===== src/common/mem_cfg.svh =====
`ifndef MEM_CFG_SVH
`define MEM_CFG_SVH

// number of word-interleaved ram banks
`define MEM_NUM_BANKS 4

// word address bits inside one bank
`define MEM_BANK_BITS 8

// top address byte of the uart window
`define MEM_UART_BASE 8'h7F

// entries per uart byte fifo
`define UART_FIFO_DEPTH 4

`endif


===== src/common/isa_pkg.sv =====
`default_nettype none

package isa_pkg;

   // data word and byte address
   typedef logic [31:0] word_t;
   typedef logic [31:0] addr_t;

   // memory operations seen by the stage
   typedef enum logic [2:0] {
      OP_NONE,
      OP_LW,
      OP_FLW,
      OP_SW,
      OP_FSW,
      OP_LBU,
      OP_SB
   } mem_op_t;

endpackage

`default_nettype wire


===== src/common/mem_pkg.sv =====
`default_nettype none

`include "mem_cfg.svh"

package mem_pkg;

   localparam int BANK_SEL_W = $clog2(`MEM_NUM_BANKS);

   typedef logic [BANK_SEL_W-1:0] bank_sel_t;
   typedef logic [`MEM_BANK_BITS-1:0] bank_addr_t;

   // axi-lite response codes
   typedef logic [1:0] axi_resp_t;
   localparam axi_resp_t AXI_OKAY = 2'b00;
   localparam axi_resp_t AXI_SLVERR = 2'b10;

   typedef enum logic [1:0] {
      WAITING_REQ,
      PROCESSING_UART,
      PROCESSING_MEM1,
      PROCESSING_MEM2
   } mem_state_t;

endpackage

`default_nettype wire


===== src/logic/uart_axi_regs.sv =====
`default_nettype none

`include "mem_cfg.svh"

module uart_axi_regs import isa_pkg::*, mem_pkg::*; (
   input  logic       clk,
   input  logic       rstn,
   input  addr_t      awaddr,
   input  logic       awvalid,
   output logic       awready,
   input  word_t      wdata,
   input  logic [3:0] wstrb,
   input  logic       wvalid,
   output logic       wready,
   output axi_resp_t  bresp,
   output logic       bvalid,
   input  logic       bready,
   input  addr_t      araddr,
   input  logic       arvalid,
   output logic       arready,
   output word_t      rdata,
   output axi_resp_t  rresp,
   output logic       rvalid,
   input  logic       rready,
   input  logic [7:0] rx_byte,
   input  logic       rx_strobe,
   input  logic       tx_ready,
   output logic [7:0] tx_byte,
   output logic       tx_strobe
);

   localparam int DEPTH = `UART_FIFO_DEPTH;
   localparam int PTR_W = $clog2(DEPTH);
   localparam int CNT_W = $clog2(DEPTH + 1);

   logic [7:0] rx_mem [DEPTH];
   logic [7:0] tx_mem [DEPTH];
   logic [PTR_W-1:0] rx_wr_ptr, rx_rd_ptr, tx_wr_ptr, tx_rd_ptr;
   logic [CNT_W-1:0] rx_count, tx_count;

   logic rx_empty, tx_full, tx_empty;
   logic rx_push, rx_pop, tx_push, tx_pop;
   logic wr_is_tx, wr_ok, wr_fire, rd_fire;

   function automatic logic [PTR_W-1:0] next_ptr(input logic [PTR_W-1:0] p);
      return (p == PTR_W'(DEPTH - 1)) ? '0 : p + 1'b1;
   endfunction

   assign rx_empty = (rx_count == '0);
   assign tx_empty = (tx_count == '0);
   assign tx_full = (tx_count == CNT_W'(DEPTH));

   // aw and w are taken together, tx writes wait for room
   assign wr_is_tx = (awaddr[3:0] == 4'h8);
   assign wr_ok = !wr_is_tx || !tx_full;
   assign awready = awvalid && wvalid && !bvalid && wr_ok;
   assign wready = awready;
   assign wr_fire = awvalid && awready;

   assign arready = arvalid && !rvalid;
   assign rd_fire = arvalid && arready;

   assign rx_push = rx_strobe && !rx_empty ? rx_count != CNT_W'(DEPTH) : rx_strobe;
   assign rx_pop = rd_fire && (araddr[3:0] == 4'h0) && !rx_empty;
   assign tx_push = wr_fire && wr_is_tx && wstrb[0];
   assign tx_pop = tx_ready && !tx_empty;

   assign tx_strobe = tx_pop;
   assign tx_byte = tx_mem[tx_rd_ptr];

   always_ff @(posedge clk) begin
      if (rx_push) begin
         rx_mem[rx_wr_ptr] <= rx_byte;
      end
      if (tx_push) begin
         tx_mem[tx_wr_ptr] <= wdata[7:0];
      end
   end

   always_ff @(posedge clk) begin
      if (rstn) begin
         rx_wr_ptr <= '0;
         rx_rd_ptr <= '0;
         rx_count <= '0;
         tx_wr_ptr <= '0;
         tx_rd_ptr <= '0;
         tx_count <= '0;
      end else begin
         if (rx_push) rx_wr_ptr <= next_ptr(rx_wr_ptr);
         if (rx_pop) rx_rd_ptr <= next_ptr(rx_rd_ptr);
         if (tx_push) tx_wr_ptr <= next_ptr(tx_wr_ptr);
         if (tx_pop) tx_rd_ptr <= next_ptr(tx_rd_ptr);
         rx_count <= rx_count + CNT_W'(rx_push) - CNT_W'(rx_pop);
         tx_count <= tx_count + CNT_W'(tx_push) - CNT_W'(tx_pop);
      end
   end

   // write response
   always_ff @(posedge clk) begin
      if (rstn) begin
         bvalid <= 1'b0;
      end else if (wr_fire) begin
         bvalid <= 1'b1;
         bresp <= wr_is_tx ? AXI_OKAY : AXI_SLVERR;
      end else if (bvalid && bready) begin
         bvalid <= 1'b0;
      end
   end

   // read data, one cycle after the address
   always_ff @(posedge clk) begin
      if (rstn) begin
         rvalid <= 1'b0;
      end else if (rd_fire) begin
         rvalid <= 1'b1;
         case (araddr[3:0])
            4'h0: begin
               rdata <= rx_empty ? '0 : {24'b0, rx_mem[rx_rd_ptr]};
               rresp <= rx_empty ? AXI_SLVERR : AXI_OKAY;
            end
            4'h4: begin
               rdata <= {30'b0, tx_full, !rx_empty};
               rresp <= AXI_OKAY;
            end
            default: begin
               rdata <= '0;
               rresp <= AXI_SLVERR;
            end
         endcase
      end else if (rvalid && rready) begin
         rvalid <= 1'b0;
      end
   end

endmodule

`default_nettype wire


===== config.mk =====
export PLATFORM = sky130hd
export DESIGN_NAME = uart_axi_regs
export DESIGN_NICKNAME = d
export VERILOG_FILES = /design/src/common/isa_pkg.sv /design/src/common/mem_pkg.sv /design/src/logic/uart_axi_regs.sv
export VERILOG_INCLUDE_DIRS = /design/src /design/src/common
export SDC_FILE = /design/constraint.sdc
export NUM_CORES = 1
export LEC_CHECK = 0
export BUFFER_PORTS_ARGS = -buffer_cell sky130_fd_sc_hd__buf_4
export CAP_MARGIN = 30
export CORE_MARGIN = 2
export CORE_UTILIZATION = 48
export DETAILED_ROUTE_END_ITERATION = 10
export PLACE_DENSITY = 0.8
export RECOVER_POWER = 50
export SYNTH_ARGS = -nofsm -noshare
export SYNTH_HDL_FRONTEND = slang
export SYNTH_SLANG_ARGS = --single-unit
export TNS_END_PERCENT = 10

===== constraint.sdc =====
create_clock -name clk -period 3.9 [get_ports clk]
set_input_delay 0.975 -clock clk [delete_from_list [all_inputs] [get_ports clk]]
set_output_delay 0.975 -clock clk [all_outputs]
set_load 0.05 [all_outputs]

==> out/metrics.yaml <==
clocking:
  cts.sinks: 94
  ctsHtreeMaxLevel: 3
  cts.path.max_buffers: 2
  post_cts_buffers: 0
  cts.reportedPaths.clkPinSlew_ns: 0.09
  cts_buffers: 9
  clkLatencyLatePin_ns: 0.35
  clock-root-buffer: "clkbuf_8"
  cts_hold_buffers: 0
  cts-resized-gates: 0
  cts_tree: "done"
setup_path:
  cp-start-kind: "input port"
  endpoint_kind: "register"
  worstSetupPathType: "in2reg"
  crit_fanout: 6
  cp_slowest_cell: "nor4b_4"
  cpPeakStageDelay_ns: 0.37
  arrival_ns: 3.34
  path_common_cell: "inv_1"
  path_cells: "clkbuf_1 > nor4b_4 > inv_1 > nor3_2 > inv_1 > ha_1 > inv_1 > ha_1 > inv_1 > fa_1 > xor2_1 > and2_1 > nor3_1"
  critical_path_required_ns: 4.17
global_route:
  grt_pass1_vias: 2072
  grt_usage_pct: 14.7
  grt_max_degree: 21
  grt_pass1_wl_microns: 9880
  overflow: 0
  antenna_found_initial: 0
cells_and_area:
  utilization_pct: 56.0
  fin_nets: 446
  syn2layout_area_growth_pct: 13.7
  drive_gt1_share_pct: 23.9
  insertedDiodeCount: 0
  final_common_cell: "edfxtp_1"
  mostFrequentLayoutCells: "edfxtp_1 (74), buf_4 (37), conb_1 (26), dfxtp_1 (20), clkbuf_1 (19)"
  fin_area_sq_um: 4550
timing:
  min_period_ns: 3.07
  max_slew_margin_pct: 50.7
  finalMaxSlewViolations: 0
  finalHoldViolCount: 0
  worst-slew-pin-transition_ns: 0.736
  skew_ns: 0.00844
  setup_viol: 0
  min_period_over_period_pct: 78.7
  rsz0062_at_grt: "false"
  timing.fmax_ghz: 0.326
  setup_tns_ns: 0
logic_synthesis:
  seq_area_frac_synth_pct: 65.5
  async_reset_ff_share_pct: 0
  yosys_most_used_dff: "edfxtp_1"
  synth.distinct_cells: 40
  syn_area_sq_um: 4010
  syn_inst: 255
  yosys_warnings: 0
  synth_edf_count: 74
  ys_seq_elements: 94
  synth_area_per_cell_sq_um: 15.7
route:
  routed_wl_microns: 6380
  num_vias: 2101
  routed.top_layer: "met4"
  wl_per_cell_microns: 15.1
  viasPerCell: 4.97
  remaining_drc_errors: 0
  drtIter0Drc: 128
  dr.pass1.iters: 4
  met2_length_microns: 3350
  ant_nets: 0
  wl_met3_microns: 394
  drt-met1-wl_microns: 2600
power_and_ir_drop:
  ir_drop_mv: 0.279
  p_per_area_nw_per_um2: 534
  p_leak_nw: 1.71
floorplan:
  start_util_pct: 49.2
  die_w_microns: 95.3
  core_area_sq_um: 8130
  dieArea_sq_um: 9090
  num_rows: 33
  ios: 167
  fp.dieH_microns: 95.3
hold_path:
  hp-class: "reg2reg"
status:
  status: "completed"
placement:
  portBuffers: 57
  placed_area_sq_um: 4420
  place_hpwl_microns: 4700
  gp_routability_congestion: 0.744
run:
  maxCapViolations: 0
-- Yosys cell counts, types with 2 or more instances --
cell type | instances | area share (%)
a21o_1 | 2 | 0.37
a21oi_1 | 7 | 0.87
and2_1 | 5 | 0.78
and3_1 | 10 | 1.6
buf_1 | 2 | 0.19
buf_2 | 2 | 0.25
buf_4 | 27 | 5.1
clkbuf_1 | 5 | 0.47
dfxtp_1 | 20 | 10
edfxtp_1 | 74 | 55
fa_1 | 2 | 1.0
ha_1 | 14 | 4.4
inv_1 | 14 | 1.3
mux4_2 | 16 | 9.0
nand2_1 | 4 | 0.37
nand2b_1 | 3 | 0.47
nand3_1 | 4 | 0.50
nand4_1 | 3 | 0.47
nor2_1 | 7 | 0.66
nor2b_1 | 4 | 0.62
nor3_1 | 5 | 0.62
nor3_2 | 2 | 0.50
o31ai_1 | 4 | 0.75
or3_1 | 2 | 0.31
xnor2_1 | 2 | 0.44
-- report_power, final --
part	switching, W	internal [W]	leakage, nW
logic	0.000357	0.000206	0.779
clock network	0.000334	0.000301	0.0973
registers	0.0000689	0.00117	0.837
total	0.000760	0.00167	1.71
-- cell type report --
cell class                 count  area (sq um)
timing repair buffer          58           365
clock inverter                 6          68.8
clock buffer                  10           128
multi-input combinational    136          1180
tap                          105           131
fill                         645          3580
inverter                      14          52.6
sequential                    94          2620
-- flip-flops by register name, indices dropped and copies added, names as in the netlist, named ones only --
name,count
tx_wr_ptr,2
rx_wr_ptr,2
rx_rd_ptr,2
rvalid,1
rdata,8
rx_mem,32
tx_count,3
bresp,1
rx_count,3
bvalid,1
tx_rd_ptr,2
rresp,1
tx_mem,32
-- cell families after synthesis --
group           count (synthesis)  share of synthesized area [%]
compound gates                 16                           2.59
simple gates                   57                           9.00
flops                          94                           65.5
other cells                     1                         0.0936
fa+ha+maj                      16                           5.37
xor+xnor                        3                          0.656
buf+inv                        50                           7.28
mux                            18                           9.53
-- final timing paths --
| path | from | end | slack, ns | cells after the start |
|---|---|---|---|---|
| max reg2reg | tx_count[2]$_SDFF_PP0_ | tx_count[2]$_SDFF_PP0_ | 1.32 | 11 |
| min | tx_rd_ptr[0]$_SDFFE_PP0N_ | register | 0.51 | 2 |
| max | awaddr[1] | tx_count[2]$_SDFF_PP0_ | 0.83 | 13 |
| min reg2reg | tx_rd_ptr[0]$_SDFFE_PP0N_ | register | 0.51 | 2 |
-- worst max-delay path, delay by kind of cell --
kind                     cells  cell delay, ns
adder cells (fa/ha/maj)      3            0.79
AND/OR/NAND/NOR              4            1.00
buffers and inverters        5            0.40
XOR/XNOR                     1            0.16
-- per-layer routing --
layer  up-vias  global-route usage (%)
met1      1014                    18.0
met5         -                       0
met4         0                    4.71
li1       1017                       -
met3         2                    3.72
met2        68                    25.4
-- stage by stage --
step                      power (W)  hold slack [ns]  worst slack, ns  instances
final                       0.00243            0.506            0.830        423
after global routing        0.00255            0.512            0.575        423
after CTS                   0.00246            0.504            0.815        422
after detailed placement    0.00183            0.491            0.456        406
after global placement      0.00181            0.472            0.542        406
after floorplan             0.00170            0.463            0.839        280
(Power assumes the default switching activity.)
