**config.mk**
```make
export PLATFORM = sky130hd
export DESIGN_NAME = mem_stage
export DESIGN_NICKNAME = d
export VERILOG_FILES = /design/src/common/isa_pkg.sv /design/src/common/mem_pkg.sv /design/src/mem_stage/mem_stage.sv
export VERILOG_INCLUDE_DIRS = /design/src /design/src/common
export SDC_FILE = /design/constraint.sdc
export NUM_CORES = 1
export LEC_CHECK = 0
export BUFFER_PORTS_ARGS = -buffer_cell sky130_fd_sc_hd__buf_2
export CORE_AREA = 5 5 138 140
export DETAILED_ROUTE_END_ITERATION = 10
export DIE_AREA = 0 0 143 145
export PLACE_DENSITY = 0.65
export REMOVE_ABC_BUFFERS = 1
export SKIP_CTS_REPAIR_TIMING = 1
export SLEW_MARGIN = 30
export SYNTH_ARGS = -nofsm -noshare
export SYNTH_HDL_FRONTEND = slang
export SYNTH_SLANG_ARGS = --single-unit
```
**constraint.sdc**
```tcl
create_clock -name clk -period 7.25 [get_ports clk]
set_clock_uncertainty 0.2 [all_clocks]
set_input_delay 0.3625 -clock clk [delete_from_list [all_inputs] [get_ports clk]]
set_output_delay 0.3625 -clock clk [all_outputs]
set_load 0.1 [all_outputs]
```
**src/common/mem_cfg.svh**
```systemverilog
`ifndef MEM_CFG_SVH
`define MEM_CFG_SVH

// number of word-interleaved ram banks
`define MEM_NUM_BANKS 4

// word address bits inside one bank
`define MEM_BANK_BITS 8

// top address byte of the uart window
`define MEM_UART_BASE 8'h7F

// entries per uart byte fifo
`define UART_FIFO_DEPTH 4

`endif

```
**src/common/isa_pkg.sv**
```systemverilog
`default_nettype none

package isa_pkg;

   // data word and byte address
   typedef logic [31:0] word_t;
   typedef logic [31:0] addr_t;

   // memory operations seen by the stage
   typedef enum logic [2:0] {
      OP_NONE,
      OP_LW,
      OP_FLW,
      OP_SW,
      OP_FSW,
      OP_LBU,
      OP_SB
   } mem_op_t;

endpackage

`default_nettype wire

```
**src/common/mem_pkg.sv**
```systemverilog
`default_nettype none

`include "mem_cfg.svh"

package mem_pkg;

   localparam int BANK_SEL_W = $clog2(`MEM_NUM_BANKS);

   typedef logic [BANK_SEL_W-1:0] bank_sel_t;
   typedef logic [`MEM_BANK_BITS-1:0] bank_addr_t;

   // axi-lite response codes
   typedef logic [1:0] axi_resp_t;
   localparam axi_resp_t AXI_OKAY = 2'b00;
   localparam axi_resp_t AXI_SLVERR = 2'b10;

   typedef enum logic [1:0] {
      WAITING_REQ,
      PROCESSING_UART,
      PROCESSING_MEM1,
      PROCESSING_MEM2
   } mem_state_t;

endpackage

`default_nettype wire

```
**src/mem_stage/mem_stage.sv**
```systemverilog
`default_nettype none

`include "mem_cfg.svh"

module mem_stage import isa_pkg::*, mem_pkg::*; (
   input  logic                      clk,
   input  logic                      rstn,
   input  logic                      enabled,
   input  mem_op_t                   op,
   input  addr_t                     addr,
   input  word_t                     rs2,
   input  word_t                     frs2,
   input  word_t                     rdata_ram,
   input  logic                      awready,
   input  logic                      wready,
   input  axi_resp_t                 bresp,
   input  logic                      bvalid,
   input  logic                      arready,
   input  word_t                     rdata_axi,
   input  axi_resp_t                 rresp,
   input  logic                      rvalid,
   output logic [`MEM_NUM_BANKS-1:0] bank_en,
   output bank_addr_t                bank_addr,
   output word_t                     bank_din,
   output logic [3:0]                bank_we,
   output bank_sel_t                 read_sel,
   output addr_t                     awaddr,
   output logic                      awvalid,
   output word_t                     wdata,
   output logic [3:0]                wstrb,
   output logic                      wvalid,
   output logic                      bready,
   output addr_t                     araddr,
   output logic                      arvalid,
   output logic                      rready,
   output logic                      completed,
   output word_t                     result
);

   localparam int NUM_BANKS = `MEM_NUM_BANKS;
   localparam int SEL_HI = BANK_SEL_W + 1;
   localparam int BADDR_HI = BANK_SEL_W + `MEM_BANK_BITS + 1;

   mem_state_t state;
   mem_op_t op_q;
   logic completed_q;

   logic is_load;
   logic is_store;
   logic uart_hit;
   logic st_q;
   logic aw_done;
   logic w_done;
   word_t store_data;
   addr_t uart_off;
   bank_sel_t ram_sel;

   // request decode
   assign is_load = op inside {OP_LW, OP_FLW, OP_LBU};
   assign is_store = op inside {OP_SW, OP_FSW, OP_SB};
   assign uart_hit = (addr[31:24] == `MEM_UART_BASE);
   assign store_data = (op == OP_FSW) ? frs2 : rs2;
   assign uart_off = {28'b0, addr[3:0]};
   assign ram_sel = addr[SEL_HI:2];

   assign st_q = op_q inside {OP_SW, OP_FSW, OP_SB};

   // channel counts as done once its transfer happens
   assign aw_done = !awvalid || awready;
   assign w_done = !wvalid || wready;

   // result is only offered once the request is withdrawn
   assign completed = completed_q & ~enabled;

   always_ff @(posedge clk) begin
      if (rstn) begin
         state <= WAITING_REQ;
         completed_q <= 1'b0;
         bank_en <= '0;
         bank_we <= '0;
         awvalid <= 1'b0;
         wvalid <= 1'b0;
         bready <= 1'b0;
         arvalid <= 1'b0;
         rready <= 1'b0;
      end else begin
         case (state)
            WAITING_REQ: begin
               if (enabled) begin
                  op_q <= op;
                  result <= addr;
                  if (!(is_load || is_store)) begin
                     // alu result passes straight through
                     completed_q <= 1'b1;
                  end else if (uart_hit) begin
                     completed_q <= 1'b0;
                     state <= PROCESSING_UART;
                     if (is_store) begin
                        awaddr <= uart_off;
                        awvalid <= 1'b1;
                        wdata <= {24'b0, store_data[7:0]};
                        wstrb <= 4'b0001;
                        wvalid <= 1'b1;
                     end else begin
                        araddr <= uart_off;
                        arvalid <= 1'b1;
                     end
                  end else begin
                     completed_q <= 1'b0;
                     state <= PROCESSING_MEM1;
                     bank_en <= NUM_BANKS'(1) << ram_sel;
                     bank_addr <= addr[BADDR_HI:SEL_HI+1];
                     read_sel <= ram_sel;
                     bank_din <= store_data;
                     bank_we <= is_store ? 4'b1111 : 4'b0000;
                  end
               end
            end
            PROCESSING_UART: begin
               if (st_q) begin
                  if (awvalid && awready) begin
                     awvalid <= 1'b0;
                  end
                  if (wvalid && wready) begin
                     wvalid <= 1'b0;
                  end
                  if (bready && bvalid) begin
                     bready <= 1'b0;
                     state <= WAITING_REQ;
                     completed_q <= 1'b1;
                     // error response clears result
                     if (bresp != AXI_OKAY) begin
                        result <= '0;
                     end
                  end else if (aw_done && w_done) begin
                     bready <= 1'b1;
                  end
               end else begin
                  if (arvalid && arready) begin
                     arvalid <= 1'b0;
                     rready <= 1'b1;
                  end
                  if (rvalid && rready) begin
                     rready <= 1'b0;
                     state <= WAITING_REQ;
                     completed_q <= 1'b1;
                     result <= (rresp == AXI_OKAY) ? {24'b0, rdata_axi[7:0]} : '0;
                  end
               end
            end
            PROCESSING_MEM1: begin
               // bank acts on this edge
               bank_en <= '0;
               bank_we <= '0;
               state <= PROCESSING_MEM2;
            end
            PROCESSING_MEM2: begin
               state <= WAITING_REQ;
               completed_q <= 1'b1;
               if (!st_q) begin
                  result <= rdata_ram;
               end
            end
            default: begin
               state <= WAITING_REQ;
            end
         endcase
      end
   end

endmodule

`default_nettype wire

```
==> results by group <==
Critical path
  • Setup crit end kind: register
  • Cell-by-cell trace of the critical path: nand2b_4, nor3_4, nor3b_4, buf_4
  • Critical Path Slowest Stage Cell: nor3b_4
  • CP startpoint kind: register
  • WP data arrival: 2.75 ns
  • Kind of critical path: register to register
  • Crit Path Max Fanout: 32
  • Reg-to-reg slack, setup: 4.30 ns
  • Max stage delay on crit path: 0.77 ns
  • Worst path required time: 7.05 ns

Detailed routing
  • Vias per std cell: 4.19
  • Drt drc: 0
  • WL final: 14700 um
  • ANT nets after route: 0
  • DR WL/cell: 17.3 um
  • DR pass1 iterations: 4
  • Initial DRC count: 166
  • Via Count: 3555

Place
  • Dpl cell area: 6200 um^2
  • DP Cell Count: 824
  • Routability cong.: 0.750
  • HPWL Detailed: 11800 um
  • PortBufs: 254

Yosys
  • Synthesis-stage register bit count: 106
  • Main flop type after synthesis: edfxtp_1
  • EDFF count, synth: 93
  • Ys async rst share: 0%
  • Syn avg cell area: 14.1 um^2
  • Yosys Warn Count: 0
  • Top cells by area, synth: edfxtp_1 56%, buf_4 13%, mux2_2 7.2%
  • Dominant cell type by area after synthesis: edfxtp_1
  • Most frequent cell after synthesis: edfxtp_1
  • Post-synth top area share: 55.7%
  • Top cells by count, synth: 93 x edfxtp_1, 88 x buf_4, 32 x mux2_2, 24 x a22o_1, 14 x nor2_1
  • Synth Cell Area: 5020 um^2
  • Syn Inst Count: 356
  • Seq/Total Area, Yosys: 60.8%
  • Cell variety after synth: 50

Floorplanning
  • Initial Util: 28.3%
  • Die H: 145 um
  • Full die area: 20700 um^2
  • Row count: 49
  • Die width: 143 um
  • Top Ports: 363
  • Core Footprint: 17700 um^2

Clocking
  • CTS tree: done
  • Sink Count: 106
  • CTS root buffer: clkbuf_16
  • Total CTS buffers: 9
  • Clk slew on worst S/H paths: 0.07 ns
  • Clock buffer depth: 2
  • H-tree depth: 3
  • Clock Latency Late Sink: 0.35 ns

STA
  • Tmin final: 2.95 ns
  • RSZ-0062 raised after global routing: no
  • Max-Slew Margin vs Limit: 35.9%
  • Setup Viol. Count Final: 0
  • Fin crit share: 40.7%
  • Pins Over Slew Limit: 0
  • Tightest Pin Transition: 0.959 ns
  • Final Hold Viols: 0
  • Setup TNS: 0 ns
  • Achievable frequency: 339 MHz

Global routing
  • Vias in the first global route: 3590
  • Total track usage: 13.2%
  • First-pass GRT wire length: 20300 um
  • Largest net degree at the start of global routing: 33
  • Total grt overflow: 0
  • Initial antenna violation count: 3

Cells and area
  • Layout overhead on the synthesized area: 30.8%
  • Ratio of cells with drive above 1 in the final layout: 52.4%
  • Fill count: 1742
  • Cell area after layout: 6560 um^2
  • Post-route core utilization: 37.0%
  • Final Non-Filler Cells: 848
  • Nets: 787

Power and ir drop
  • Max VDD drop: 0.000175 V
  • Leak: 0.00284 uW
  • Power density cells: 266 nW/um^2

Run status
  • Status: finished, final reports clean

Worst hold path
  • Min-delay worst type: primary input to register

Run
  • Max-Cap Viols: 0
## final timing paths
| check | from | to | cells past startpoint |
|---|---|---|---|
| worst min register to register | bank_en[3] | bank_en[3] | 1 |
| worst max register to register | state[1] | bank_din[18] | 4 |
| worst max-delay path | state[1] | bank_din[18] | 4 |
| worst min-delay path | addr[4] | bank_addr[0] | 1 |
## where the power goes
part           total [uW]  switching, uW  leakage (uW)  internal, uW
registers             714           11.5      0.000962           703
clock network         481            239      0.000142           243
logic                 549            462       0.00173          86.7
total                1740            712       0.00284          1030
## worst max-delay path: cells and delay by family (launching register included)
family                 cells  cell delay [ns]
DFF                        1             0.56
buffers and inverters      1             0.50
and+or+nand+nor            3             1.31
## state kept, by name, summed over array words and instances, names as in the netlist, 2 cells and up
signal     cells
read_sel       2
wdata          8
awaddr         4
bank_en        4
state          2
op_q           3
bank_din      32
araddr         4
result        32
bank_addr      8
## metrics by stage
step | setup slack [ns] | hold WS (ns) | total power (uW)
after floorplan | 3.80 | 0.232 | 1180
after global placement | 4.17 | 0.248 | 1270
after detailed placement | 4.17 | 0.257 | 1280
after CTS | 4.16 | -0.0151 | 1770
after global routing | 4.05 | 0.00552 | 1810
final | 4.30 | 0.0139 | 1740
## cell families after synthesis
logic type | Yosys count | synth area share (%)
other | 2 | 0.150
DFF | 106 | 60.8
AOI/OAI and AO/OA | 65 | 10.7
buffers and inverters | 106 | 14.8
and+or+nand+nor | 43 | 5.84
muxes | 34 | 7.61
## area by class of cell
class / count / area, um^2 / share of cell area [%]
inverters: 7 / 26.3 / 0.400
clock buffers: 9 / 225 / 3.43
well taps: 229 / 287 / 4.37
multi-input cells: 226 / 1550 / 23.6
repair buffers: 262 / 1350 / 20.5
diodes: 2 / 5.00 / 0.0762
flip-flops and latches: 106 / 3050 / 46.5
clock inverters: 7 / 72.6 / 1.11
## layout by cell type (no fill, tap or decap), types with 2 or more instances in the layout
| cell type | instances |
|---|---|
| buf_2 | 254 |
| nand3_1 | 2 |
| nand4_1 | 2 |
| a31oi_1 | 2 |
| a32o_1 | 5 |
| a21oi_1 | 12 |
| a22oi_1 | 8 |
| dfxtp_1 | 13 |
| nor2b_1 | 2 |
| a221oi_1 | 2 |
| nand2_1 | 3 |
| nor2_4 | 2 |
| clkbuf_16 | 9 |
| o21ai_0 | 2 |
| o221a_2 | 2 |
| inv_1 | 6 |
| nor3_1 | 3 |
| mux2_2 | 32 |
| diode_2 | 2 |
| conb_1 | 84 |
| buf_4 | 2 |
| nand2b_4 | 2 |
| nor2_1 | 13 |
| clkinv_4 | 3 |
| a22o_1 | 24 |
| dlygate4sd3_1 | 6 |
| edfxtp_1 | 93 |
| inv_8 | 2 |
## layer usage
metal	track usage, %	share of wire (%)
met3	4.44	12
met4	4.66	1.3
met5	0	0
met2	24.2	52
met1	13.8	35
No activity file was read; power rests on OpenSTA's default activity.
