<file path="config.mk">
export PLATFORM = sky130hd
export DESIGN_NAME = bank_collector
export DESIGN_NICKNAME = d
export VERILOG_FILES = /design/src/common/isa_pkg.sv /design/src/common/mem_pkg.sv /design/src/logic/bank_collector.sv
export VERILOG_INCLUDE_DIRS = /design/src /design/src/common
export SDC_FILE = /design/constraint.sdc
export NUM_CORES = 1
export LEC_CHECK = 0
export BUFFER_PORTS_ARGS = -buffer_cell sky130_fd_sc_hd__buf_2
export CORE_AREA = 5 5 63 65
export CTS_CLUSTER_DIAMETER = 100
export DETAILED_ROUTE_END_ITERATION = 16
export DIE_AREA = 0 0 68 70
export PLACE_DENSITY = 0.93
export SLEW_MARGIN = 20
export SYNTH_ARGS = -nofsm -noshare
export SYNTH_HDL_FRONTEND = slang
export SYNTH_SLANG_ARGS = --single-unit
</file>
<file path="constraint.sdc">
create_clock -name clk -period 2.3 [get_ports clk]
set_input_delay 0.345 -clock clk [delete_from_list [all_inputs] [get_ports clk]]
set_output_delay 0.345 -clock clk [all_outputs]
set_load 0.005 [all_outputs]
</file>
<file path="src/common/mem_cfg.svh">
`ifndef MEM_CFG_SVH
`define MEM_CFG_SVH

// number of word-interleaved ram banks
`define MEM_NUM_BANKS 4

// word address bits inside one bank
`define MEM_BANK_BITS 8

// top address byte of the uart window
`define MEM_UART_BASE 8'h7F

// entries per uart byte fifo
`define UART_FIFO_DEPTH 4

`endif

</file>
<file path="src/common/isa_pkg.sv">
`default_nettype none

package isa_pkg;

   // data word and byte address
   typedef logic [31:0] word_t;
   typedef logic [31:0] addr_t;

   // memory operations seen by the stage
   typedef enum logic [2:0] {
      OP_NONE,
      OP_LW,
      OP_FLW,
      OP_SW,
      OP_FSW,
      OP_LBU,
      OP_SB
   } mem_op_t;

endpackage

`default_nettype wire

</file>
<file path="src/common/mem_pkg.sv">
`default_nettype none

`include "mem_cfg.svh"

package mem_pkg;

   localparam int BANK_SEL_W = $clog2(`MEM_NUM_BANKS);

   typedef logic [BANK_SEL_W-1:0] bank_sel_t;
   typedef logic [`MEM_BANK_BITS-1:0] bank_addr_t;

   // axi-lite response codes
   typedef logic [1:0] axi_resp_t;
   localparam axi_resp_t AXI_OKAY = 2'b00;
   localparam axi_resp_t AXI_SLVERR = 2'b10;

   typedef enum logic [1:0] {
      WAITING_REQ,
      PROCESSING_UART,
      PROCESSING_MEM1,
      PROCESSING_MEM2
   } mem_state_t;

endpackage

`default_nettype wire

</file>
<file path="src/logic/bank_collector.sv">
`default_nettype none

`include "mem_cfg.svh"

module bank_collector import isa_pkg::*, mem_pkg::*; (
   input  logic      clk,
   input  logic      rstn,
   input  logic      capture,
   input  bank_sel_t read_sel,
   input  word_t     bank_dout [`MEM_NUM_BANKS],
   output word_t     rdata
);

   bank_sel_t sel_q;

   // index of the bank whose read is in flight
   always_ff @(posedge clk) begin
      if (rstn) begin
         sel_q <= '0;
      end else if (capture) begin
         sel_q <= read_sel;
      end
   end

   assign rdata = bank_dout[sel_q];

endmodule

`default_nettype wire

</file>
==> results.cfg, run 1 <==
[setup_path]
critPathTopFamily = multiplexers
critPathBufInv = 2
endpoint_kind = primary output
crit_path_top_delay_cell = mux4_1
slowest_delay_ns = 0.59
cp_max_fo = 33
r2r_slack_ns = 1.45
critical_path_required_ns = 1.96
crit_arrival_ns = 1.53
start_kind = flop
cp_cell_sequence = buf_12 -> mux4_1 -> buf_2
criticalPathCategory = reg2out

[synth]
synth_nets = 179
synth-seq-area-share_pct = 4.50
synth_top_area_cell = mux4_2
synth_top_area_share_pct = 73.4
yosys-top-cells-area = mux4_2 (73%), mux4_1 (8.9%), buf_12 (6.8%), dfxtp_1 (4.5%), mux2i_1 (2.3%)
synth_simple_gate_area_share_pct = 0.844
synth_top_family_by_area = multiplexers
ys_ff_latch = 2
synth_flop_cell = dfxtp_1
synth_edf_count = 0
syn-cell-area_um2 = 890
avgSynthCellArea_um2 = 19.3
async_flop_share_pct = 0
ys_warn_count = 0
post-synth-top-count-cell = mux4_2
synth_cell_types = 9
synthMuxAreaShare_pct = 84.5
synth_compound_area_share_pct = 0
ys_top_cells_by_count = mux4_2 (29), buf_12 (3), buf_2 (3), mux4_1 (3)
synth-xor-area-share_pct = 0
synth_fa_ha_area_share_pct = 0
synthCells = 46

[cells_and_area]
max_flop_register = sel_q
final_area_mm2 = 0.00174
largestRegisters = sel_q (2)
antenna_cells = 0
nFillCells = 302
largest_reg_flops = 2
finalNonFillerCells = 254
final_core_util_pct = 52.9
drive_above_1_share_pct = 96.2
final_nets = 343
syn2layout_area_growth_pct = 95.2

[pwr]
vdd_drop_max_v = 0.000233
pwr_density_cell_mw_per_mm2 = 254
p_total_mw = 0.442
p_leak_nw = 0.894

[worst_hold_path]
hp-class = in2reg

[clocking]
cts_hold_buf = 0
cts_buffers = 3
htree_levels = 1
cts-root-buf = clkbuf_4
post_cts_buffers = 0
clock-sinks = 2
clock_latency_ns = 0.22
ctsResizeCount = 0
clk_pin_slew_ns = 0.03
clockBufferDepth = 2
cts_tree = built

[floorplan]
core_area_mm2 = 0.00328
die_area_mm2 = 0.00476
row_count = 21
die_w_um = 68
initial_core_util_pct = 27.1
io-pin-count = 165
die_h_um = 70

[timing]
slew_headroom_pct = 84.1
max_freq_mhz = 532
min_period_ns = 1.88
fin_skew_ns = 0
slew_violations = 0
finalSetupViolCount = 0
rsz0062_at_grt = false
hold_viol = 0
period_share_pct = 81.7
setup_tns_ns = 0
tightest_slew_ns = 0.239

[detailed_routing]
wl_um = 4610
vias_per_cell = 4.90
vias = 1244
dr.pass1.iters = 4
wl_per_cell_um = 18.1
drc_errors = 0
dr.first_iter.drc_count = 22
antenna_left = 0

[run_status]
status = finished clean

[place]
placed_cell_area_mm2 = 0.00171
gp_congestion = 0.819
dp_hpwl_um = 4320
place_inst = 251
io_buffers = 164

[global_routing]
grt_max_degree = 34
grt_pass1_vias = 1482
grt_pass1_wl_um = 6980
gr-total-overflow = 0
grt_antenna_before_repair = 0
track_usage_pct = 19.6

[job]
max-cap-violations = 0
## placed cells by master, fill, tap and decap left out
cell type and instances:
mux2i_1 2, dfxtp_1 1, dfxtp_2 1, buf_2 164
clkbuf_4 3, buf_4 2, mux4_2 29, buf_12 1
mux4_1 3, nor2_1 2
## power breakdown
part	leakage, nW	internal (mW)	switching (mW)	total (mW)
Combinational	0.864	0.213	0.111	0.324
Sequential	0.0169	0.0373	0.00123	0.0385
Clock	0.0138	0.0577	0.0214	0.0791
## cells by family after synthesis
family / after synthesis
buffers and inverters: 8
DFF: 2
muxes: 34
and+or+nand+nor: 2
## per-stage QoR
stage                     hold slack (ns)  worst slack, ns
after floorplan                     0.417            0.868
after global placement              0.512            0.668
after detailed placement            0.514            0.629
after CTS                           0.274            0.385
after global routing                0.292            0.347
final                               0.289            0.420
## routing by layer
layer,GRT usage [%],wire [um],share of wire [%]
met3,6.09,511,11
met5,0,0,0
met1,18.1,1310,28
met4,9.49,193,4.2
met2,36.8,2590,56
## path summary, 6_finish.rpt
check / from / to / cells past startpoint
min reg2reg: sel_q[1] / sel_q[1] / 3
min: rstn / sel_q[0] / 2
max: sel_q[0] / rdata[31] / 3
max reg2reg: sel_q[0] / sel_q[0] / 3
## area by class of cell
class	instances	area, um2	area share [%]
tap	46	57.6	3.31
timing repair buffer	167	856	49.3
clock buffer	3	22.5	1.30
sequential	2	41.3	2.38
multi-input combinational	36	759	43.7
Power figures use the tool's default switching activity.
==> run 2: changes to the inputs <==
- CORE_AREA: 5 5 63 65 -> 5 5 67 69
- DIE_AREA: 0 0 68 70 -> 0 0 72 74
- PLACE_DENSITY: 0.93 -> 0.87
- clock period: 2.3 -> 1.55 ns (I/O delays scaled with it)
==> results.cfg, run 2 (same netlist as run 1, synthesis figures left out) <==
[worst_hold_path]
hold_end = sel_q[0]
hp-start = rstn
hp-class = in2reg
hold_depth = 2

[cells_and_area]
final_nets = 344
largest_reg_flops = 2
largestRegisters = sel_q (2)
nFillCells = 373
finalNonFillerCells = 259
syn2layout_area_growth_pct = 102
antenna_cells = 0
drive_above_1_share_pct = 97.6
max_flop_register = sel_q
final_area_mm2 = 0.00180
final_core_util_pct = 46.6
layout_commonest_cell = buf_2
final_cell_mix = buf_2 (162), mux4_2 (32), clkbuf_8 (3), buf_12 (3)

[clocking]
post_cts_buffers = 0
ctsResizeCount = 4
clock_latency_ns = 0.21
htree_levels = 1
cts_buffers = 3
clockBufferDepth = 2
cts_tree = built
cts_hold_buf = 0
clk_pin_slew_ns = 0.03
cts-root-buf = clkbuf_8
clock-sinks = 2

[detailed_routing]
dr.first_iter.drc_count = 41
wl_per_cell_um = 17.9
dr.pass1.iters = 2
vias_per_cell = 4.85
vias = 1257
wl_um = 4630
antenna_left = 0
drc_errors = 0

[setup_path]
timing.rr.end = sel_q[0]
criticalPathCategory = reg2out
ff2ff_path_depth = 3
r2r_slack_ns = 0.76
endpoint_kind = primary output
start_kind = flop
cp_max_fo = 18
crit_arrival_ns = 1.41
r2r_start = sel_q[0]
critical_path_required_ns = 1.32

[timing]
setup_slack_ns = -0.0892
fin_skew_ns = 0
setup_tns_ns = -2.39
hold_slack_ns = 0.191
finalSetupViolCount = 32
rsz0062_at_grt = true
slew_headroom_pct = 87.3
max_freq_mhz = 610
period_share_pct = 106
slew_violations = 0
min_period_ns = 1.64
hold_viol = 0
tightest_slew_ns = 0.191

[floorplan]
die_area_mm2 = 0.00533
initial_core_util_pct = 23.1
die_h_um = 74
die_w_um = 72
core_area_mm2 = 0.00386
row_count = 23
io-pin-count = 165

[place]
placed_cell_area_mm2 = 0.00175
dp_slack_ns = 0.0783
io_buffers = 164
gp_congestion = 0.813
place_inst = 256

[pwr]
pwr_density_cell_mw_per_mm2 = 422
vdd_drop_max_v = 0.000249
p_total_mw = 0.758
p_leak_nw = 0.908

[run_status]
violations = negative setup slack
status = complete, but fails checks

[global_routing]
gr-total-overflow = 0
grt_antenna_before_repair = 0
grt_pass1_wl_um = 6960
grt_max_degree = 20
track_usage_pct = 17.1
grt_pass1_vias = 1499

[job]
max-cap-violations = 0
[run 2: per-layer routing]
layer | wire (um) | part of all wire (%) | track usage [%] | vias up
met4 | 25 | 0.54 | 2.51 | 0
met3 | 655 | 14 | 6.22 | 4
li1 | - | - | - | 555
met1 | 1470 | 32 | 16.6 | 586
met5 | 0 | 0 | 0 | -
met2 | 2470 | 53 | 35.0 | 112
[run 2: report_power, final]
group          internal, mW  leakage, nW  switching, mW  total [mW]
combinational         0.332        0.869          0.166       0.499
sequential           0.0545       0.0172        0.00378      0.0583
clock                 0.164       0.0216         0.0372       0.201
[run 2: worst max-delay path by stage]
stage                     startpoint        end  slack, ns  cells past startpoint
after floorplan             sel_q[0]   rdata[0]       0.23                      3
after global placement      sel_q[0]  rdata[30]       0.09                      3
after detailed placement    sel_q[0]  rdata[29]       0.08                      3
after CTS                   sel_q[0]   rdata[5]      -0.11                      3
after global routing        sel_q[0]  rdata[15]      -0.15                      3
final                       sel_q[0]  rdata[17]      -0.09                      3
[run 2: critical path: stages, from the launching register on]
cell and delay (ns):
dfxtp_4 0.36, buf_12 0.18, mux4_2 0.51, buf_2 0.14
[run 2: cell type report]
cell class                 instances  area [um2]  area share, %
clock buffer                       3        41.3           2.30
timing repair buffer             168         901           50.1
multi-input combinational         36         748           41.6
tap                               50        62.6           3.48
sequential                         2        43.8           2.44
==> run 3: changes to the inputs <==
==> constraint.sdc (replaced) <==
create_clock -name clk -period 1.55 [get_ports clk]
set_input_delay 0.31 -clock clk [delete_from_list [all_inputs] [get_ports clk]]
set_output_delay 0.31 -clock clk [all_outputs]
set_load 0.005 [all_outputs]
==> results.cfg, run 3 (same netlist as run 1, synthesis figures left out) <==
[timing]
slew_violations = 0
setup_slack_ns = -0.185
fin_skew_ns = 0
hold_viol = 0
period_share_pct = 112
setup_tns_ns = -4.91
slew_headroom_pct = 86.9
max_freq_mhz = 576
min_period_ns = 1.74
rsz0062_at_grt = true
finalSetupViolCount = 32
tightest_slew_ns = 0.196

[setup_path]
cp_max_fo = 18
crit_arrival_ns = 1.43
crit_path_top_delay_cell = mux4_2
slowest_delay_ns = 0.53
critical_path_required_ns = 1.24
cp_cell_sequence = buf_12 -> mux4_2 -> buf_2
r2r_slack_ns = 0.73
endpoint_kind = primary output
critPathTopFamily = multiplexers
criticalPathCategory = reg2out
critPathBufInv = 2
start_kind = flop

[pwr]
p_seq_share_pct = 7.7
p_int_mw = 0.557
pwr_density_cell_mw_per_mm2 = 421
p_clk_share_pct = 26.1
vdd_drop_max_v = 0.000406
swShare_pct = 27.1
power_frac_comb_pct = 66.1
p_switching_mw = 0.207
p_leak_nw = 0.913

[cells_and_area]
layout_commonest_cell = buf_2
final_nets = 344
max_flop_register = sel_q
drive_above_1_share_pct = 97.6
syn2layout_area_growth_pct = 104
seq_area_um2 = 43.8
largest_reg_flops = 2
nFillCells = 369
final_cell_mix = buf_2 (161), mux4_2 (32), buf_12 (4), clkbuf_8 (3), buf_6 (3)
largestRegisters = sel_q (2)
antenna_cells = 0
final_area_mm2 = 0.00182
multi_input_area_um2 = 748

[place]
io_buffers = 164
gp_congestion = 0.807
placed_cell_area_mm2 = 0.00176

[worst_hold_path]
hp-class = in2reg

[job]
max-cap-violations = 0

[global_routing]
track_usage_pct = 16.6
grt_max_degree = 20
grt_antenna_before_repair = 0
gr-total-overflow = 0
grt_pass1_vias = 1429
grt_pass1_wl_um = 6840

[floorplan]
die_area_mm2 = 0.00533
io-pin-count = 165
initial_core_util_pct = 23.1
row_count = 23
die_h_um = 74
core_area_mm2 = 0.00386
die_w_um = 72

[clocking]
cts-root-buf = clkbuf_8
cts_tree = built
htree_levels = 1
post_cts_buffers = 0
clk_pin_slew_ns = 0.03
cts_hold_buf = 0
clock-sinks = 2
clockBufferDepth = 2
cts_buffers = 3
clock_latency_ns = 0.21

[detailed_routing]
antenna_left = 0
dr.pass1.iters = 3
vias = 1238
wl_um = 4620
dr.first_iter.drc_count = 32
vias_per_cell = 4.78
wl_per_cell_um = 17.8
drc_errors = 0

[run_status]
status = complete, but fails checks
violations = negative setup slack
[run 3: area by class of cell]
type                    count  area share, %
clock buffers               3           2.27
multi-input cells          36           41.2
flip-flops and latches      2           2.41
well taps                  50           3.45
repair buffers            168           50.7
[run 3: path summary, 6_finish.rpt]
check              endpoint  startpoint  cells after the start
hold reg to reg    sel_q[0]    sel_q[0]                      3
setup reg to reg   sel_q[1]    sel_q[1]                      3
hold / removal     sel_q[0]        rstn                      2
setup / recovery  rdata[11]    sel_q[0]                      3
[run 3: power by group through the flow]
stage | clock network [mW] | registers, mW | logic [mW]
global placement | 0 | 0.0606 | 0.487
finish | 0.200 | 0.0592 | 0.505
detailed placement | 0 | 0.0609 | 0.500
CTS | 0.204 | 0.0593 | 0.504
floorplan | 0 | 0.0564 | 0.232
global route | 0.213 | 0.0597 | 0.547
[run 3: worst reg2reg max path: stages, from the launching register on]
cell	delay (ns)
dfxtp_1	0.41
buf_12	0.19
mux2i_1	0.08
nor2_1	0.08
[run 3: repair_timing]
action	in CTS	in global routing
gates resized for setup	4	3
endpoints found under the setup margin	32	32
endpoints found under the hold margin	0	0
[run 3: through the flow]
stage	instances	hold slack [ns]	power, mW	util, %	setup slack, ns
detailed placement	256	0.478	0.561	45.7	-0.0137
finish	259	0.263	0.764	47.1	-0.185
floorplan	46	0.382	0.289	-	0.153
CTS	259	0.260	0.768	46.6	-0.196
global placement	256	0.478	0.547	45.7	0.0182
global route	259	0.262	0.820	47.1	-0.239
[run 3: metal layers]
layer,track usage (%),vias to the layer above,share of wire [%]
met5,0,-,0
met2,33.7,106,54
li1,-,555,-
met3,6.49,0,15
met4,0,0,0
met1,17.0,577,31
